==> src/mips_pkg.sv <==
package mips_pkg;

    //--------------------------------------------------------------------------
    // widths
    //--------------------------------------------------------------------------
    localparam int XLEN       = 32;
    localparam int REG_ADDR_W = 5;
    localparam int NUM_REGS   = 32;

    //--------------------------------------------------------------------------
    // instruction encodings
    //--------------------------------------------------------------------------
    // primary opcode, bits 31:26
    typedef enum logic [5:0] {
        OP_SPECIAL = 6'b000000,
        OP_ADDI    = 6'b001000,
        OP_ADDIU   = 6'b001001,
        OP_SLTI    = 6'b001010,
        OP_SLTIU   = 6'b001011,
        OP_ANDI    = 6'b001100,
        OP_ORI     = 6'b001101,
        OP_XORI    = 6'b001110,
        OP_LUI     = 6'b001111
    } opcode_e;

    // function field of SPECIAL, bits 5:0
    typedef enum logic [5:0] {
        FN_SLL  = 6'b000000,
        FN_SRL  = 6'b000010,
        FN_SRA  = 6'b000011,
        FN_SLLV = 6'b000100,
        FN_SRLV = 6'b000110,
        FN_SRAV = 6'b000111,
        FN_ADD  = 6'b100000,
        FN_ADDU = 6'b100001,
        FN_SUB  = 6'b100010,
        FN_SUBU = 6'b100011,
        FN_AND  = 6'b100100,
        FN_OR   = 6'b100101,
        FN_XOR  = 6'b100110,
        FN_NOR  = 6'b100111,
        FN_SLT  = 6'b101010,
        FN_SLTU = 6'b101011
    } funct_e;

    // alu operation, selects the result on its own
    typedef enum logic [3:0] {
        ALU_AND  = 4'd0,
        ALU_OR   = 4'd1,
        ALU_XOR  = 4'd2,
        ALU_NOR  = 4'd3,
        ALU_SLL  = 4'd4,
        ALU_SRL  = 4'd5,
        ALU_SRA  = 4'd6,
        ALU_ADD  = 4'd7,
        ALU_ADDU = 4'd8,
        ALU_SUB  = 4'd9,
        ALU_SUBU = 4'd10,
        ALU_SLT  = 4'd11,
        ALU_SLTU = 4'd12
    } alu_op_e;

    //--------------------------------------------------------------------------
    // stage records
    //--------------------------------------------------------------------------
    // decode -> execute
    typedef struct packed {
        logic                  valid;
        logic                  reg_write;
        logic [REG_ADDR_W-1:0] waddr;
        alu_op_e               alu_op;
        logic                  rs_read;
        logic [REG_ADDR_W-1:0] rs_addr;
        logic                  rt_read;
        logic [REG_ADDR_W-1:0] rt_addr;
        logic                  use_imm;
        logic [XLEN-1:0]       imm;
        logic                  excp_ri;
    } dec_t;

    // execute -> writeback
    typedef struct packed {
        logic                  valid;
        logic                  reg_write;
        logic [REG_ADDR_W-1:0] waddr;
        logic [XLEN-1:0]       wdata;
        logic                  excp_ri;
        logic                  excp_ov;
    } exe_t;

    // report at the core output
    typedef struct packed {
        logic                  valid;
        logic                  reg_write;
        logic [REG_ADDR_W-1:0] waddr;
        logic [XLEN-1:0]       wdata;
        logic                  excp_ri;
        logic                  excp_ov;
    } wb_t;

endpackage

==> src/inst_decode.sv <==
module inst_decode (
    input  logic                     clk_i,
    input  logic                     arst_n_i,
    input  logic                     inst_valid_i,
    input  logic [mips_pkg::XLEN-1:0] inst_i,
    output mips_pkg::dec_t           dec_o
);

    // immediate forms the decoder can build
    typedef enum logic [1:0] {
        IMM_SHAMT,
        IMM_ZERO,
        IMM_UPPER,
        IMM_SIGN
    } imm_kind_e;

    //--------------------------------------------------------------------------
    // instruction fields
    //--------------------------------------------------------------------------
    mips_pkg::opcode_e                 opcode;
    mips_pkg::funct_e                  funct;
    logic [mips_pkg::REG_ADDR_W-1:0]   rs;
    logic [mips_pkg::REG_ADDR_W-1:0]   rt;
    logic [mips_pkg::REG_ADDR_W-1:0]   rd;
    logic [mips_pkg::REG_ADDR_W-1:0]   shamt;
    logic [15:0]                       imm16;

    assign opcode = mips_pkg::opcode_e'(inst_i[31:26]);
    assign rs     = inst_i[25:21];
    assign rt     = inst_i[20:16];
    assign rd     = inst_i[15:11];
    assign shamt  = inst_i[10:6];
    assign funct  = mips_pkg::funct_e'(inst_i[5:0]);
    assign imm16  = inst_i[15:0];

    logic                 excp_ri;
    logic                 reg_write;
    logic                 use_rd;
    logic                 rs_read;
    logic                 rt_read;
    logic                 use_imm;
    imm_kind_e            imm_kind;
    mips_pkg::alu_op_e    alu_op;
    logic [mips_pkg::XLEN-1:0] imm_ext;
    mips_pkg::dec_t       dec_d;
    mips_pkg::dec_t       dec_q;

    //--------------------------------------------------------------------------
    // classification
    //--------------------------------------------------------------------------
    always_comb begin
        // unmatched words fall through as reserved
        excp_ri   = 1'b1;
        reg_write = 1'b0;
        use_rd    = 1'b0;
        rs_read   = 1'b0;
        rt_read   = 1'b0;
        use_imm   = 1'b1;
        imm_kind  = IMM_SIGN;
        alu_op    = mips_pkg::ALU_AND;
        case (opcode)
            mips_pkg::OP_SPECIAL: begin
                case (funct)
                    mips_pkg::FN_SLL, mips_pkg::FN_SRL, mips_pkg::FN_SRA: begin
                        // shift by shamt, rs must be zero
                        if (rs == '0) begin
                            excp_ri  = 1'b0;
                            rt_read  = 1'b1;
                            use_imm  = 1'b0;
                            imm_kind = IMM_SHAMT;
                        end
                    end
                    mips_pkg::FN_SLLV, mips_pkg::FN_SRLV, mips_pkg::FN_SRAV,
                    mips_pkg::FN_ADD, mips_pkg::FN_ADDU, mips_pkg::FN_SUB,
                    mips_pkg::FN_SUBU, mips_pkg::FN_AND, mips_pkg::FN_OR,
                    mips_pkg::FN_XOR, mips_pkg::FN_NOR, mips_pkg::FN_SLT,
                    mips_pkg::FN_SLTU: begin
                        if (shamt == '0) begin
                            excp_ri = 1'b0;
                            rs_read = 1'b1;
                            rt_read = 1'b1;
                            use_imm = 1'b0;
                        end
                    end
                    default: ;
                endcase
                use_rd    = !excp_ri;
                reg_write = !excp_ri;
                if (!excp_ri) begin
                    case (funct)
                        mips_pkg::FN_SLL, mips_pkg::FN_SLLV: alu_op = mips_pkg::ALU_SLL;
                        mips_pkg::FN_SRL, mips_pkg::FN_SRLV: alu_op = mips_pkg::ALU_SRL;
                        mips_pkg::FN_SRA, mips_pkg::FN_SRAV: alu_op = mips_pkg::ALU_SRA;
                        mips_pkg::FN_ADD:  alu_op = mips_pkg::ALU_ADD;
                        mips_pkg::FN_ADDU: alu_op = mips_pkg::ALU_ADDU;
                        mips_pkg::FN_SUB:  alu_op = mips_pkg::ALU_SUB;
                        mips_pkg::FN_SUBU: alu_op = mips_pkg::ALU_SUBU;
                        mips_pkg::FN_OR:   alu_op = mips_pkg::ALU_OR;
                        mips_pkg::FN_XOR:  alu_op = mips_pkg::ALU_XOR;
                        mips_pkg::FN_NOR:  alu_op = mips_pkg::ALU_NOR;
                        mips_pkg::FN_SLT:  alu_op = mips_pkg::ALU_SLT;
                        mips_pkg::FN_SLTU: alu_op = mips_pkg::ALU_SLTU;
                        default:           alu_op = mips_pkg::ALU_AND;
                    endcase
                end
            end
            mips_pkg::OP_ADDI, mips_pkg::OP_ADDIU, mips_pkg::OP_SLTI,
            mips_pkg::OP_SLTIU, mips_pkg::OP_ANDI, mips_pkg::OP_ORI,
            mips_pkg::OP_XORI, mips_pkg::OP_LUI: begin
                // lui also needs rs clear
                if (opcode != mips_pkg::OP_LUI || rs == '0) begin
                    excp_ri   = 1'b0;
                    reg_write = 1'b1;
                    rs_read   = 1'b1;
                end
                case (opcode)
                    mips_pkg::OP_ADDI:  alu_op = mips_pkg::ALU_ADD;
                    mips_pkg::OP_ADDIU: alu_op = mips_pkg::ALU_ADDU;
                    mips_pkg::OP_SLTI:  alu_op = mips_pkg::ALU_SLT;
                    mips_pkg::OP_SLTIU: alu_op = mips_pkg::ALU_SLTU;
                    mips_pkg::OP_ANDI:  alu_op = mips_pkg::ALU_AND;
                    mips_pkg::OP_XORI:  alu_op = mips_pkg::ALU_XOR;
                    default:            alu_op = mips_pkg::ALU_OR;
                endcase
                if (opcode == mips_pkg::OP_LUI) begin
                    imm_kind = IMM_UPPER;
                end else if (opcode == mips_pkg::OP_ANDI || opcode == mips_pkg::OP_ORI ||
                             opcode == mips_pkg::OP_XORI) begin
                    imm_kind = IMM_ZERO;
                end
            end
            default: ;
        endcase
    end

    always_comb begin
        case (imm_kind)
            IMM_SHAMT: imm_ext = {{(mips_pkg::XLEN-mips_pkg::REG_ADDR_W){1'b0}}, shamt};
            IMM_ZERO:  imm_ext = {{(mips_pkg::XLEN-16){1'b0}}, imm16};
            IMM_UPPER: imm_ext = {imm16, {(mips_pkg::XLEN-16){1'b0}}};
            default:   imm_ext = {{(mips_pkg::XLEN-16){imm16[15]}}, imm16};
        endcase
    end

    // reserved words carry a zero immediate so they compute zero
    always_comb begin
        dec_d.valid     = 1'b1;
        dec_d.reg_write = reg_write;
        dec_d.waddr     = use_rd ? rd : rt;
        dec_d.alu_op    = alu_op;
        dec_d.rs_read   = rs_read;
        dec_d.rs_addr   = rs;
        dec_d.rt_read   = rt_read;
        dec_d.rt_addr   = rt;
        dec_d.use_imm   = use_imm;
        dec_d.imm       = excp_ri ? '0 : imm_ext;
        dec_d.excp_ri   = excp_ri;
    end

    always_ff @(posedge clk_i or negedge arst_n_i) begin
        if (!arst_n_i) begin
            dec_q <= '0;
        end else if (inst_valid_i) begin
            dec_q <= dec_d;
        end else begin
            dec_q.valid <= 1'b0;
        end
    end

    assign dec_o = dec_q;

    a_ri_no_write: assert property (@(posedge clk_i) disable iff (!arst_n_i)
        dec_q.valid |-> !(dec_q.excp_ri && dec_q.reg_write));

endmodule

==> src/alu_execute.sv <==
module alu_execute (
    input  logic                              clk_i,
    input  logic                              arst_n_i,
    input  mips_pkg::dec_t                    dec_i,
    output logic [mips_pkg::REG_ADDR_W-1:0]   rd_addr_a_o,
    output logic [mips_pkg::REG_ADDR_W-1:0]   rd_addr_b_o,
    input  logic [mips_pkg::XLEN-1:0]         rd_data_a_i,
    input  logic [mips_pkg::XLEN-1:0]         rd_data_b_i,
    output mips_pkg::exe_t                    exe_o
);

    mips_pkg::exe_t               exe_q;
    mips_pkg::exe_t               exe_d;
    logic                         exe_commit;
    logic                         fwd_a;
    logic                         fwd_b;
    logic [mips_pkg::XLEN-1:0]    rs_val;
    logic [mips_pkg::XLEN-1:0]    rt_val;
    logic [mips_pkg::XLEN-1:0]    src_a;
    logic [mips_pkg::XLEN-1:0]    src_b;
    logic [mips_pkg::XLEN-1:0]    sum;
    logic [mips_pkg::XLEN-1:0]    diff;
    logic [mips_pkg::REG_ADDR_W-1:0] sh_amt;
    logic [mips_pkg::XLEN-1:0]    result;
    logic                         ovf;

    assign rd_addr_a_o = dec_i.rs_addr;
    assign rd_addr_b_o = dec_i.rt_addr;

    //--------------------------------------------------------------------------
    // operand forwarding
    //--------------------------------------------------------------------------
    // result in flight that will land in the register file
    assign exe_commit = exe_q.valid && exe_q.reg_write && !exe_q.excp_ri && !exe_q.excp_ov;

    assign fwd_a = exe_commit && dec_i.rs_read && (dec_i.rs_addr != '0) &&
                   (dec_i.rs_addr == exe_q.waddr);
    assign fwd_b = exe_commit && dec_i.rt_read && (dec_i.rt_addr != '0) &&
                   (dec_i.rt_addr == exe_q.waddr);

    assign rs_val = fwd_a ? exe_q.wdata : rd_data_a_i;
    assign rt_val = fwd_b ? exe_q.wdata : rd_data_b_i;

    // fixed shifts take shamt from the immediate in place of rs
    assign src_a = dec_i.rs_read ? rs_val : dec_i.imm;
    assign src_b = dec_i.use_imm ? dec_i.imm : rt_val;

    //--------------------------------------------------------------------------
    // alu
    //--------------------------------------------------------------------------
    assign sum    = src_a + src_b;
    assign diff   = src_a - src_b;
    assign sh_amt = src_a[mips_pkg::REG_ADDR_W-1:0];

    always_comb begin
        case (dec_i.alu_op)
            mips_pkg::ALU_AND:  result = src_a & src_b;
            mips_pkg::ALU_OR:   result = src_a | src_b;
            mips_pkg::ALU_XOR:  result = src_a ^ src_b;
            mips_pkg::ALU_NOR:  result = ~(src_a | src_b);
            mips_pkg::ALU_SLL:  result = src_b << sh_amt;
            mips_pkg::ALU_SRL:  result = src_b >> sh_amt;
            mips_pkg::ALU_SRA:  result = $signed(src_b) >>> sh_amt;
            mips_pkg::ALU_ADD,
            mips_pkg::ALU_ADDU: result = sum;
            mips_pkg::ALU_SUB,
            mips_pkg::ALU_SUBU: result = diff;
            mips_pkg::ALU_SLT:  result = {{(mips_pkg::XLEN-1){1'b0}},
                                          $signed(src_a) < $signed(src_b)};
            mips_pkg::ALU_SLTU: result = {{(mips_pkg::XLEN-1){1'b0}}, src_a < src_b};
            default:            result = '0;
        endcase
    end

    // signed overflow, only the trapping add and sub
    always_comb begin
        ovf = 1'b0;
        if (dec_i.alu_op == mips_pkg::ALU_ADD) begin
            ovf = (src_a[mips_pkg::XLEN-1] == src_b[mips_pkg::XLEN-1]) &&
                  (sum[mips_pkg::XLEN-1] != src_a[mips_pkg::XLEN-1]);
        end else if (dec_i.alu_op == mips_pkg::ALU_SUB) begin
            ovf = (src_a[mips_pkg::XLEN-1] != src_b[mips_pkg::XLEN-1]) &&
                  (diff[mips_pkg::XLEN-1] != src_a[mips_pkg::XLEN-1]);
        end
    end

    always_comb begin
        exe_d.valid     = dec_i.valid;
        exe_d.reg_write = dec_i.reg_write;
        exe_d.waddr     = dec_i.waddr;
        exe_d.wdata     = result;
        exe_d.excp_ri   = dec_i.excp_ri;
        exe_d.excp_ov   = dec_i.valid && ovf;
    end

    always_ff @(posedge clk_i or negedge arst_n_i) begin
        if (!arst_n_i) begin
            exe_q <= '0;
        end else begin
            exe_q <= exe_d;
        end
    end

    assign exe_o = exe_q;

    a_ov_only_add_sub: assert property (@(posedge clk_i) disable iff (!arst_n_i)
        (exe_q.valid && exe_q.excp_ov) |->
        ($past(dec_i.alu_op) == mips_pkg::ALU_ADD || $past(dec_i.alu_op) == mips_pkg::ALU_SUB));

endmodule

==> src/writeback_regfile.sv <==
module writeback_regfile (
    input  logic                              clk_i,
    input  logic                              arst_n_i,
    input  mips_pkg::exe_t                    exe_i,
    input  logic [mips_pkg::REG_ADDR_W-1:0]   rd_addr_a_i,
    input  logic [mips_pkg::REG_ADDR_W-1:0]   rd_addr_b_i,
    output logic [mips_pkg::XLEN-1:0]         rd_data_a_o,
    output logic [mips_pkg::XLEN-1:0]         rd_data_b_o,
    output mips_pkg::wb_t                     wb_o
);

    logic [mips_pkg::XLEN-1:0] regs [mips_pkg::NUM_REGS];
    logic                      wr_en;
    mips_pkg::wb_t             wb_q;

    // no write on exceptions or to r0
    assign wr_en = exe_i.valid && exe_i.reg_write && !exe_i.excp_ri &&
                   !exe_i.excp_ov && (exe_i.waddr != '0);

    //--------------------------------------------------------------------------
    // register file
    //--------------------------------------------------------------------------
    always_ff @(posedge clk_i or negedge arst_n_i) begin
        if (!arst_n_i) begin
            for (int i = 0; i < mips_pkg::NUM_REGS; i++) begin
                regs[i] <= '0;
            end
        end else if (wr_en) begin
            regs[exe_i.waddr] <= exe_i.wdata;
        end
    end

    assign rd_data_a_o = (rd_addr_a_i == '0) ? '0 : regs[rd_addr_a_i];
    assign rd_data_b_o = (rd_addr_b_i == '0) ? '0 : regs[rd_addr_b_i];

    //--------------------------------------------------------------------------
    // writeback report
    //--------------------------------------------------------------------------
    always_ff @(posedge clk_i or negedge arst_n_i) begin
        if (!arst_n_i) begin
            wb_q <= '0;
        end else begin
            wb_q.valid     <= exe_i.valid;
            wb_q.reg_write <= exe_i.reg_write;
            wb_q.waddr     <= exe_i.waddr;
            wb_q.wdata     <= exe_i.wdata;
            wb_q.excp_ri   <= exe_i.excp_ri;
            wb_q.excp_ov   <= exe_i.excp_ov;
        end
    end

    assign wb_o = wb_q;

    a_r0_stays_zero: assert property (@(posedge clk_i) disable iff (!arst_n_i)
        regs[0] == '0);

endmodule

==> src/mips_core_top.sv <==
module mips_core_top (
    input  logic                      clk_i,
    input  logic                      arst_n_i,
    input  logic                      inst_valid_i,
    input  logic [mips_pkg::XLEN-1:0] inst_i,
    output mips_pkg::wb_t             wb_o
);

    mips_pkg::dec_t                    dec_q;
    mips_pkg::exe_t                    exe_q;
    logic [mips_pkg::REG_ADDR_W-1:0]   rd_addr_a;
    logic [mips_pkg::REG_ADDR_W-1:0]   rd_addr_b;
    logic [mips_pkg::XLEN-1:0]         rd_data_a;
    logic [mips_pkg::XLEN-1:0]         rd_data_b;

    inst_decode u_decode (
        .clk_i        (clk_i),
        .arst_n_i     (arst_n_i),
        .inst_valid_i (inst_valid_i),
        .inst_i       (inst_i),
        .dec_o        (dec_q)
    );

    alu_execute u_execute (
        .clk_i       (clk_i),
        .arst_n_i    (arst_n_i),
        .dec_i       (dec_q),
        .rd_addr_a_o (rd_addr_a),
        .rd_addr_b_o (rd_addr_b),
        .rd_data_a_i (rd_data_a),
        .rd_data_b_i (rd_data_b),
        .exe_o       (exe_q)
    );

    writeback_regfile u_writeback (
        .clk_i       (clk_i),
        .arst_n_i    (arst_n_i),
        .exe_i       (exe_q),
        .rd_addr_a_i (rd_addr_a),
        .rd_addr_b_i (rd_addr_b),
        .rd_data_a_o (rd_data_a),
        .rd_data_b_o (rd_data_b),
        .wb_o        (wb_o)
    );

endmodule

==> config.mk <==
export PLATFORM = sky130hd
export DESIGN_NAME = mips_core_top
export DESIGN_NICKNAME = d
export VERILOG_FILES = /design/src/mips_pkg.sv /design/src/inst_decode.sv /design/src/alu_execute.sv /design/src/writeback_regfile.sv /design/src/mips_core_top.sv
export SDC_FILE = /design/constraint.sdc
export NUM_CORES = 2
export LEC_CHECK = 0
export BUFFER_PORTS_ARGS = -buffer_cell sky130_fd_sc_hd__buf_2
export CAP_MARGIN = 10
export CORE_MARGIN = 5
export CORE_UTILIZATION = 30
export CTS_BUF_LIST = sky130_fd_sc_hd__clkbuf_16
export CTS_CLUSTER_SIZE = 30
export DETAILED_ROUTE_END_ITERATION = 7
export PLACE_DENSITY = 0.47
export SYNTH_ARGS = -nofsm -noshare
export SYNTH_HDL_FRONTEND = slang
export SYNTH_SLANG_ARGS = --single-unit
==> constraint.sdc <==
create_clock -name clk_i -period 5.8 [get_ports clk_i]
set_input_delay 0.29 -clock clk_i [delete_from_list [all_inputs] [get_ports clk_i]]
set_output_delay 0.29 -clock clk_i [all_outputs]
set_load 0.03 [all_outputs]
==> results.md <==
- CP max FO: 27
- Post-Syn Instances: 5424
- Count leader, synth: dfrtp_1
- Hold WC Path Type: in -> reg
- Num rows: 175
- Root buf cell: clkbuf_16
- Cell taking the most area after synthesis: dfrtp_1
- Slew @ Worst Pin: 1.17 ns
- Syn avg cell area: 12.7 um^2
- Initial DRT Pass Iterations: 6
- Synth Flop Type: dfrtp_1
- LEAKAGE: approximately 38 nW
- DRC: 0
- Maxcap violations: 0
- Outcome: completed
- Fill cells: 22200
- CTS Sinks: approximately 1200
- Max Clock Freq: 175 MHz
- Sequential power share: 40.1%
- Clock power frac: roughly two fifths
- PortBufs: 75
- Synth top cells by count: 1163 x dfrtp_1, 1043 x mux2_2, 419 x mux4_2, 376 x mux2i_1, 331 x clkbuf_1
- Final hold vios: 0
- Sw power: 6.51 mW
- Post-DP HPWL: about 190 mm
- Crit start category: flip-flop
- Final min period: about 5.7 ns
- Reg2reg setup slack: 0.1 ns
- Cell count of the worst reg-to-reg path: 19
- Vias/cell: 5.81
- Initial antenna violation count: 9
- Initial DRC Count: 5081
- Final Cycle Share: 98.3%
- Die W: 489 um
- # IOs: 76
- Largest net degree at the start of global routing: around 160
- Synth Register Bits: 1163
- Int Pwr: 14.6 mW
- Vias after detailed routing: 51900
- Initial core utilization: 30.2%
- Crit path launch: u_decode.dec_o[35]$_DFFE_PN0P_
- Comb pwr share: 19.9%
- Pre-CTS WS: -0.538 ns
- Worst-Skew Late Latency: 0.82 ns
- Mapped Nets: 5571
- Power Density: 257 nW/um^2
- First-pass GRT wire length: between 400 and 500 mm
- Synthesized area: 68700 um^2
- Sw Ratio: 30.8%
- Die area: 239000 um^2
- CTS tree: yes
- Largest cells by area after synthesis: dfrtp_1 42%, mux2_2 17%, mux4_2 14%
- VDD IR max: 0.266 mV
- Core ar.: between 200000 and 250000 um^2
- Ys async rst share: 100%
- Final setup vio count: 0
- CTS Buffer Depth: 3
- Layout cells sized above 1: 44.3%
- TritonCTS Buffers: ~140
- Crit path kind: reg -> reg
- GR Overflow Total: 0
- Antenna viol nets, final: 0
- Max H-tree Level: 4
- Worst Setup EP: u_execute.exe_o[27]$_DFF_PN0_
- Critical path required time: roughly 6.5 ns
- Worst Skew: 0.0495 ns
- GP Congestion: 0.959
- Post-layout util: 36.1%
- Worst EP arrival: 6.38 ns
- Post-synth top area share: 42.3%
- Total power: 21.1 mW
- Slew headroom: 22.1%
- Seq/Total Area, Yosys: 42.3%
- Synth-to-layout area growth: 19.7%
- Clock-pin slew on the worst setup and hold paths: 0.06 ns
- R2R Path End: u_execute.exe_o[27]$_DFF_PN0_
- Die height: 489 um
- EDFF count, synth: 0
- Setup crit end kind: flip-flop
- RR Startpoint: u_decode.dec_o[35]$_DFFE_PN0P_
- Vias in the first global route: 53000
- Distinct cells, synth: 91
- Final net count: 5976
- Post-route setup slack: 0.0993 ns
- Hold WS: about 0.09 ns
- Synth warnings: 0
- WL final: 288 mm
- Final Max Tran Viols: 0
- Total GRT Usage: between 20% and 30%
- WL per Instance: 32.3 um
-- metrics by stage --
stage / std cells / setup TNS [ns] / instance area, um^2
after floorplan: 5424 / -0.0861 / 68800
after CTS: 8885 / 0 / 81100
after global placement: 8618 / -4.86 / 76300
after detailed placement: 8618 / -5.42 / 76300
after global routing: 8937 / -0.0815 / 82300
final: 8943 / 0 / 82300
-- layout make-up --
| type | count | area [um^2] | area share, % |
|---|---|---|---|
| Inverter | 115 | 434 | 0.528 |
| Multi-Input combinational cell | 3588 | 37600 | 45.7 |
| Clock inverter | 97 | 766 | 0.931 |
| Tap cell | 3009 | 3760 | 4.58 |
| Clock buffer | 138 | 3450 | 4.20 |
| Timing Repair Buffer | 826 | 7130 | 8.67 |
| Antenna cell | 7 | 17.5 | 0.0213 |
| Sequential cell | 1163 | 29100 | 35.4 |
-- state kept, by name, indices dropped and copies added, names as in the netlist --
register / count
u_decode.dec_o: 57
u_execute.exe_o: 41
u_writeback.regs: 1024
u_writeback.wb_o: 41
-- placed cells by master (no fill, tap or decap), types with 27 or more instances in the layout --
cell type / n
buf_12: 47
mux2i_1: 375
mux2_2: 1043
nor2_1: 219
mux4_2: 419
clkbuf_16: 147
a21o_1: 34
buf_4: 647
a21oi_1: 153
buf_2: 74
nand2_1: 134
a2111oi_0: 27
a221oi_1: 28
a211oi_1: 28
o211ai_1: 28
a221o_1: 40
xnor2_1: 39
inv_1: 134
dfrtp_1: 1152
o21ai_0: 97
nand3_1: 30
o22ai_1: 156
nor3_1: 70
a22o_1: 82
o221ai_1: 41
a22oi_1: 48
ha_1: 102
-- worst max-delay path, cell delays in order (launching register included) --
cell and delay, ns:
dfrtp_4 0.55, buf_4 0.19, nor2b_4 0.14, buf_4 0.62, a22o_1 0.32, a2111oi_4 0.07, nor3_1 0.56, a221o_1 0.28
ha_1 0.27, or2_2 0.36, a211oi_4 0.28, buf_6 0.15, nor4b_2 0.06, o311a_1 0.39, o31a_1 0.39, o21ai_1 0.19
a21oi_2 0.08, a221o_1 0.37, a211oi_2 0.21, o21ai_1 0.09
-- worst min path at each step --
stage	from	to	slack [ns]	cells after the start
floorplan	arst_n_i	u_decode.dec_o[0]$_DFFE_PN0P_	-0.006	0
global placement	u_decode.dec_o[51]$_DFFE_PN0P_	u_execute.exe_o[35]$_DFF_PN0_	0.36	0
detailed placement	u_decode.dec_o[50]$_DFFE_PN0P_	u_execute.exe_o[34]$_DFF_PN0_	0.36	0
CTS	inst_i[26]	u_decode.dec_o[46]$_DFFE_PN0P_	0.02	4
global route	inst_i[0]	u_decode.dec_o[17]$_DFFE_PN0P_	0.06	3
finish	inst_i[0]	u_decode.dec_o[17]$_DFFE_PN0P_	0.09	3
-- logic make-up after synthesis --
| kind of cell | after synthesis | synth area share, % |
|---|---|---|
| AOI/OAI and AO/OA | 970 | 10.1 |
| xor gates and xnor gates | 41 | 0.522 |
| adders and majority gates | 112 | 2.06 |
| buffers and inverters | 673 | 4.39 |
| DFF | 1163 | 42.3 |
| muxes | 1845 | 36.5 |
| and+or+nand+nor | 620 | 4.10 |
-- metal layers --
metal	share of wire (%)	GRT usage [%]	routed length [um]	vias up
met5	0	0	0	-
met4	4.9	10.2	14300	0
met3	6.1	4.01	17700	545
met2	46	37.2	132000	1961
met1	43	32.0	124000	27800
li1	-	-	-	21600
-- power groups by stage --
stage	combinational [mW]	sequential (mW)	clock [mW]
after global routing	4.43	8.48	8.94
after detailed placement	3.91	8.62	0
final	4.21	8.47	8.45
after floorplan	2.01	8.60	0
after CTS	3.99	8.47	8.64
after global placement	3.91	8.62	0
-- repair_timing --
action	CTS	global route
buffers inserted	5	45
pin swaps	4	34
hold buffers	25	0
resized for setup	50	125
endpoints found under the hold margin	135	0
cloned	2	9
endpoints found under the setup margin	24	23
Note: power is estimated with default switching activity, not from simulation.
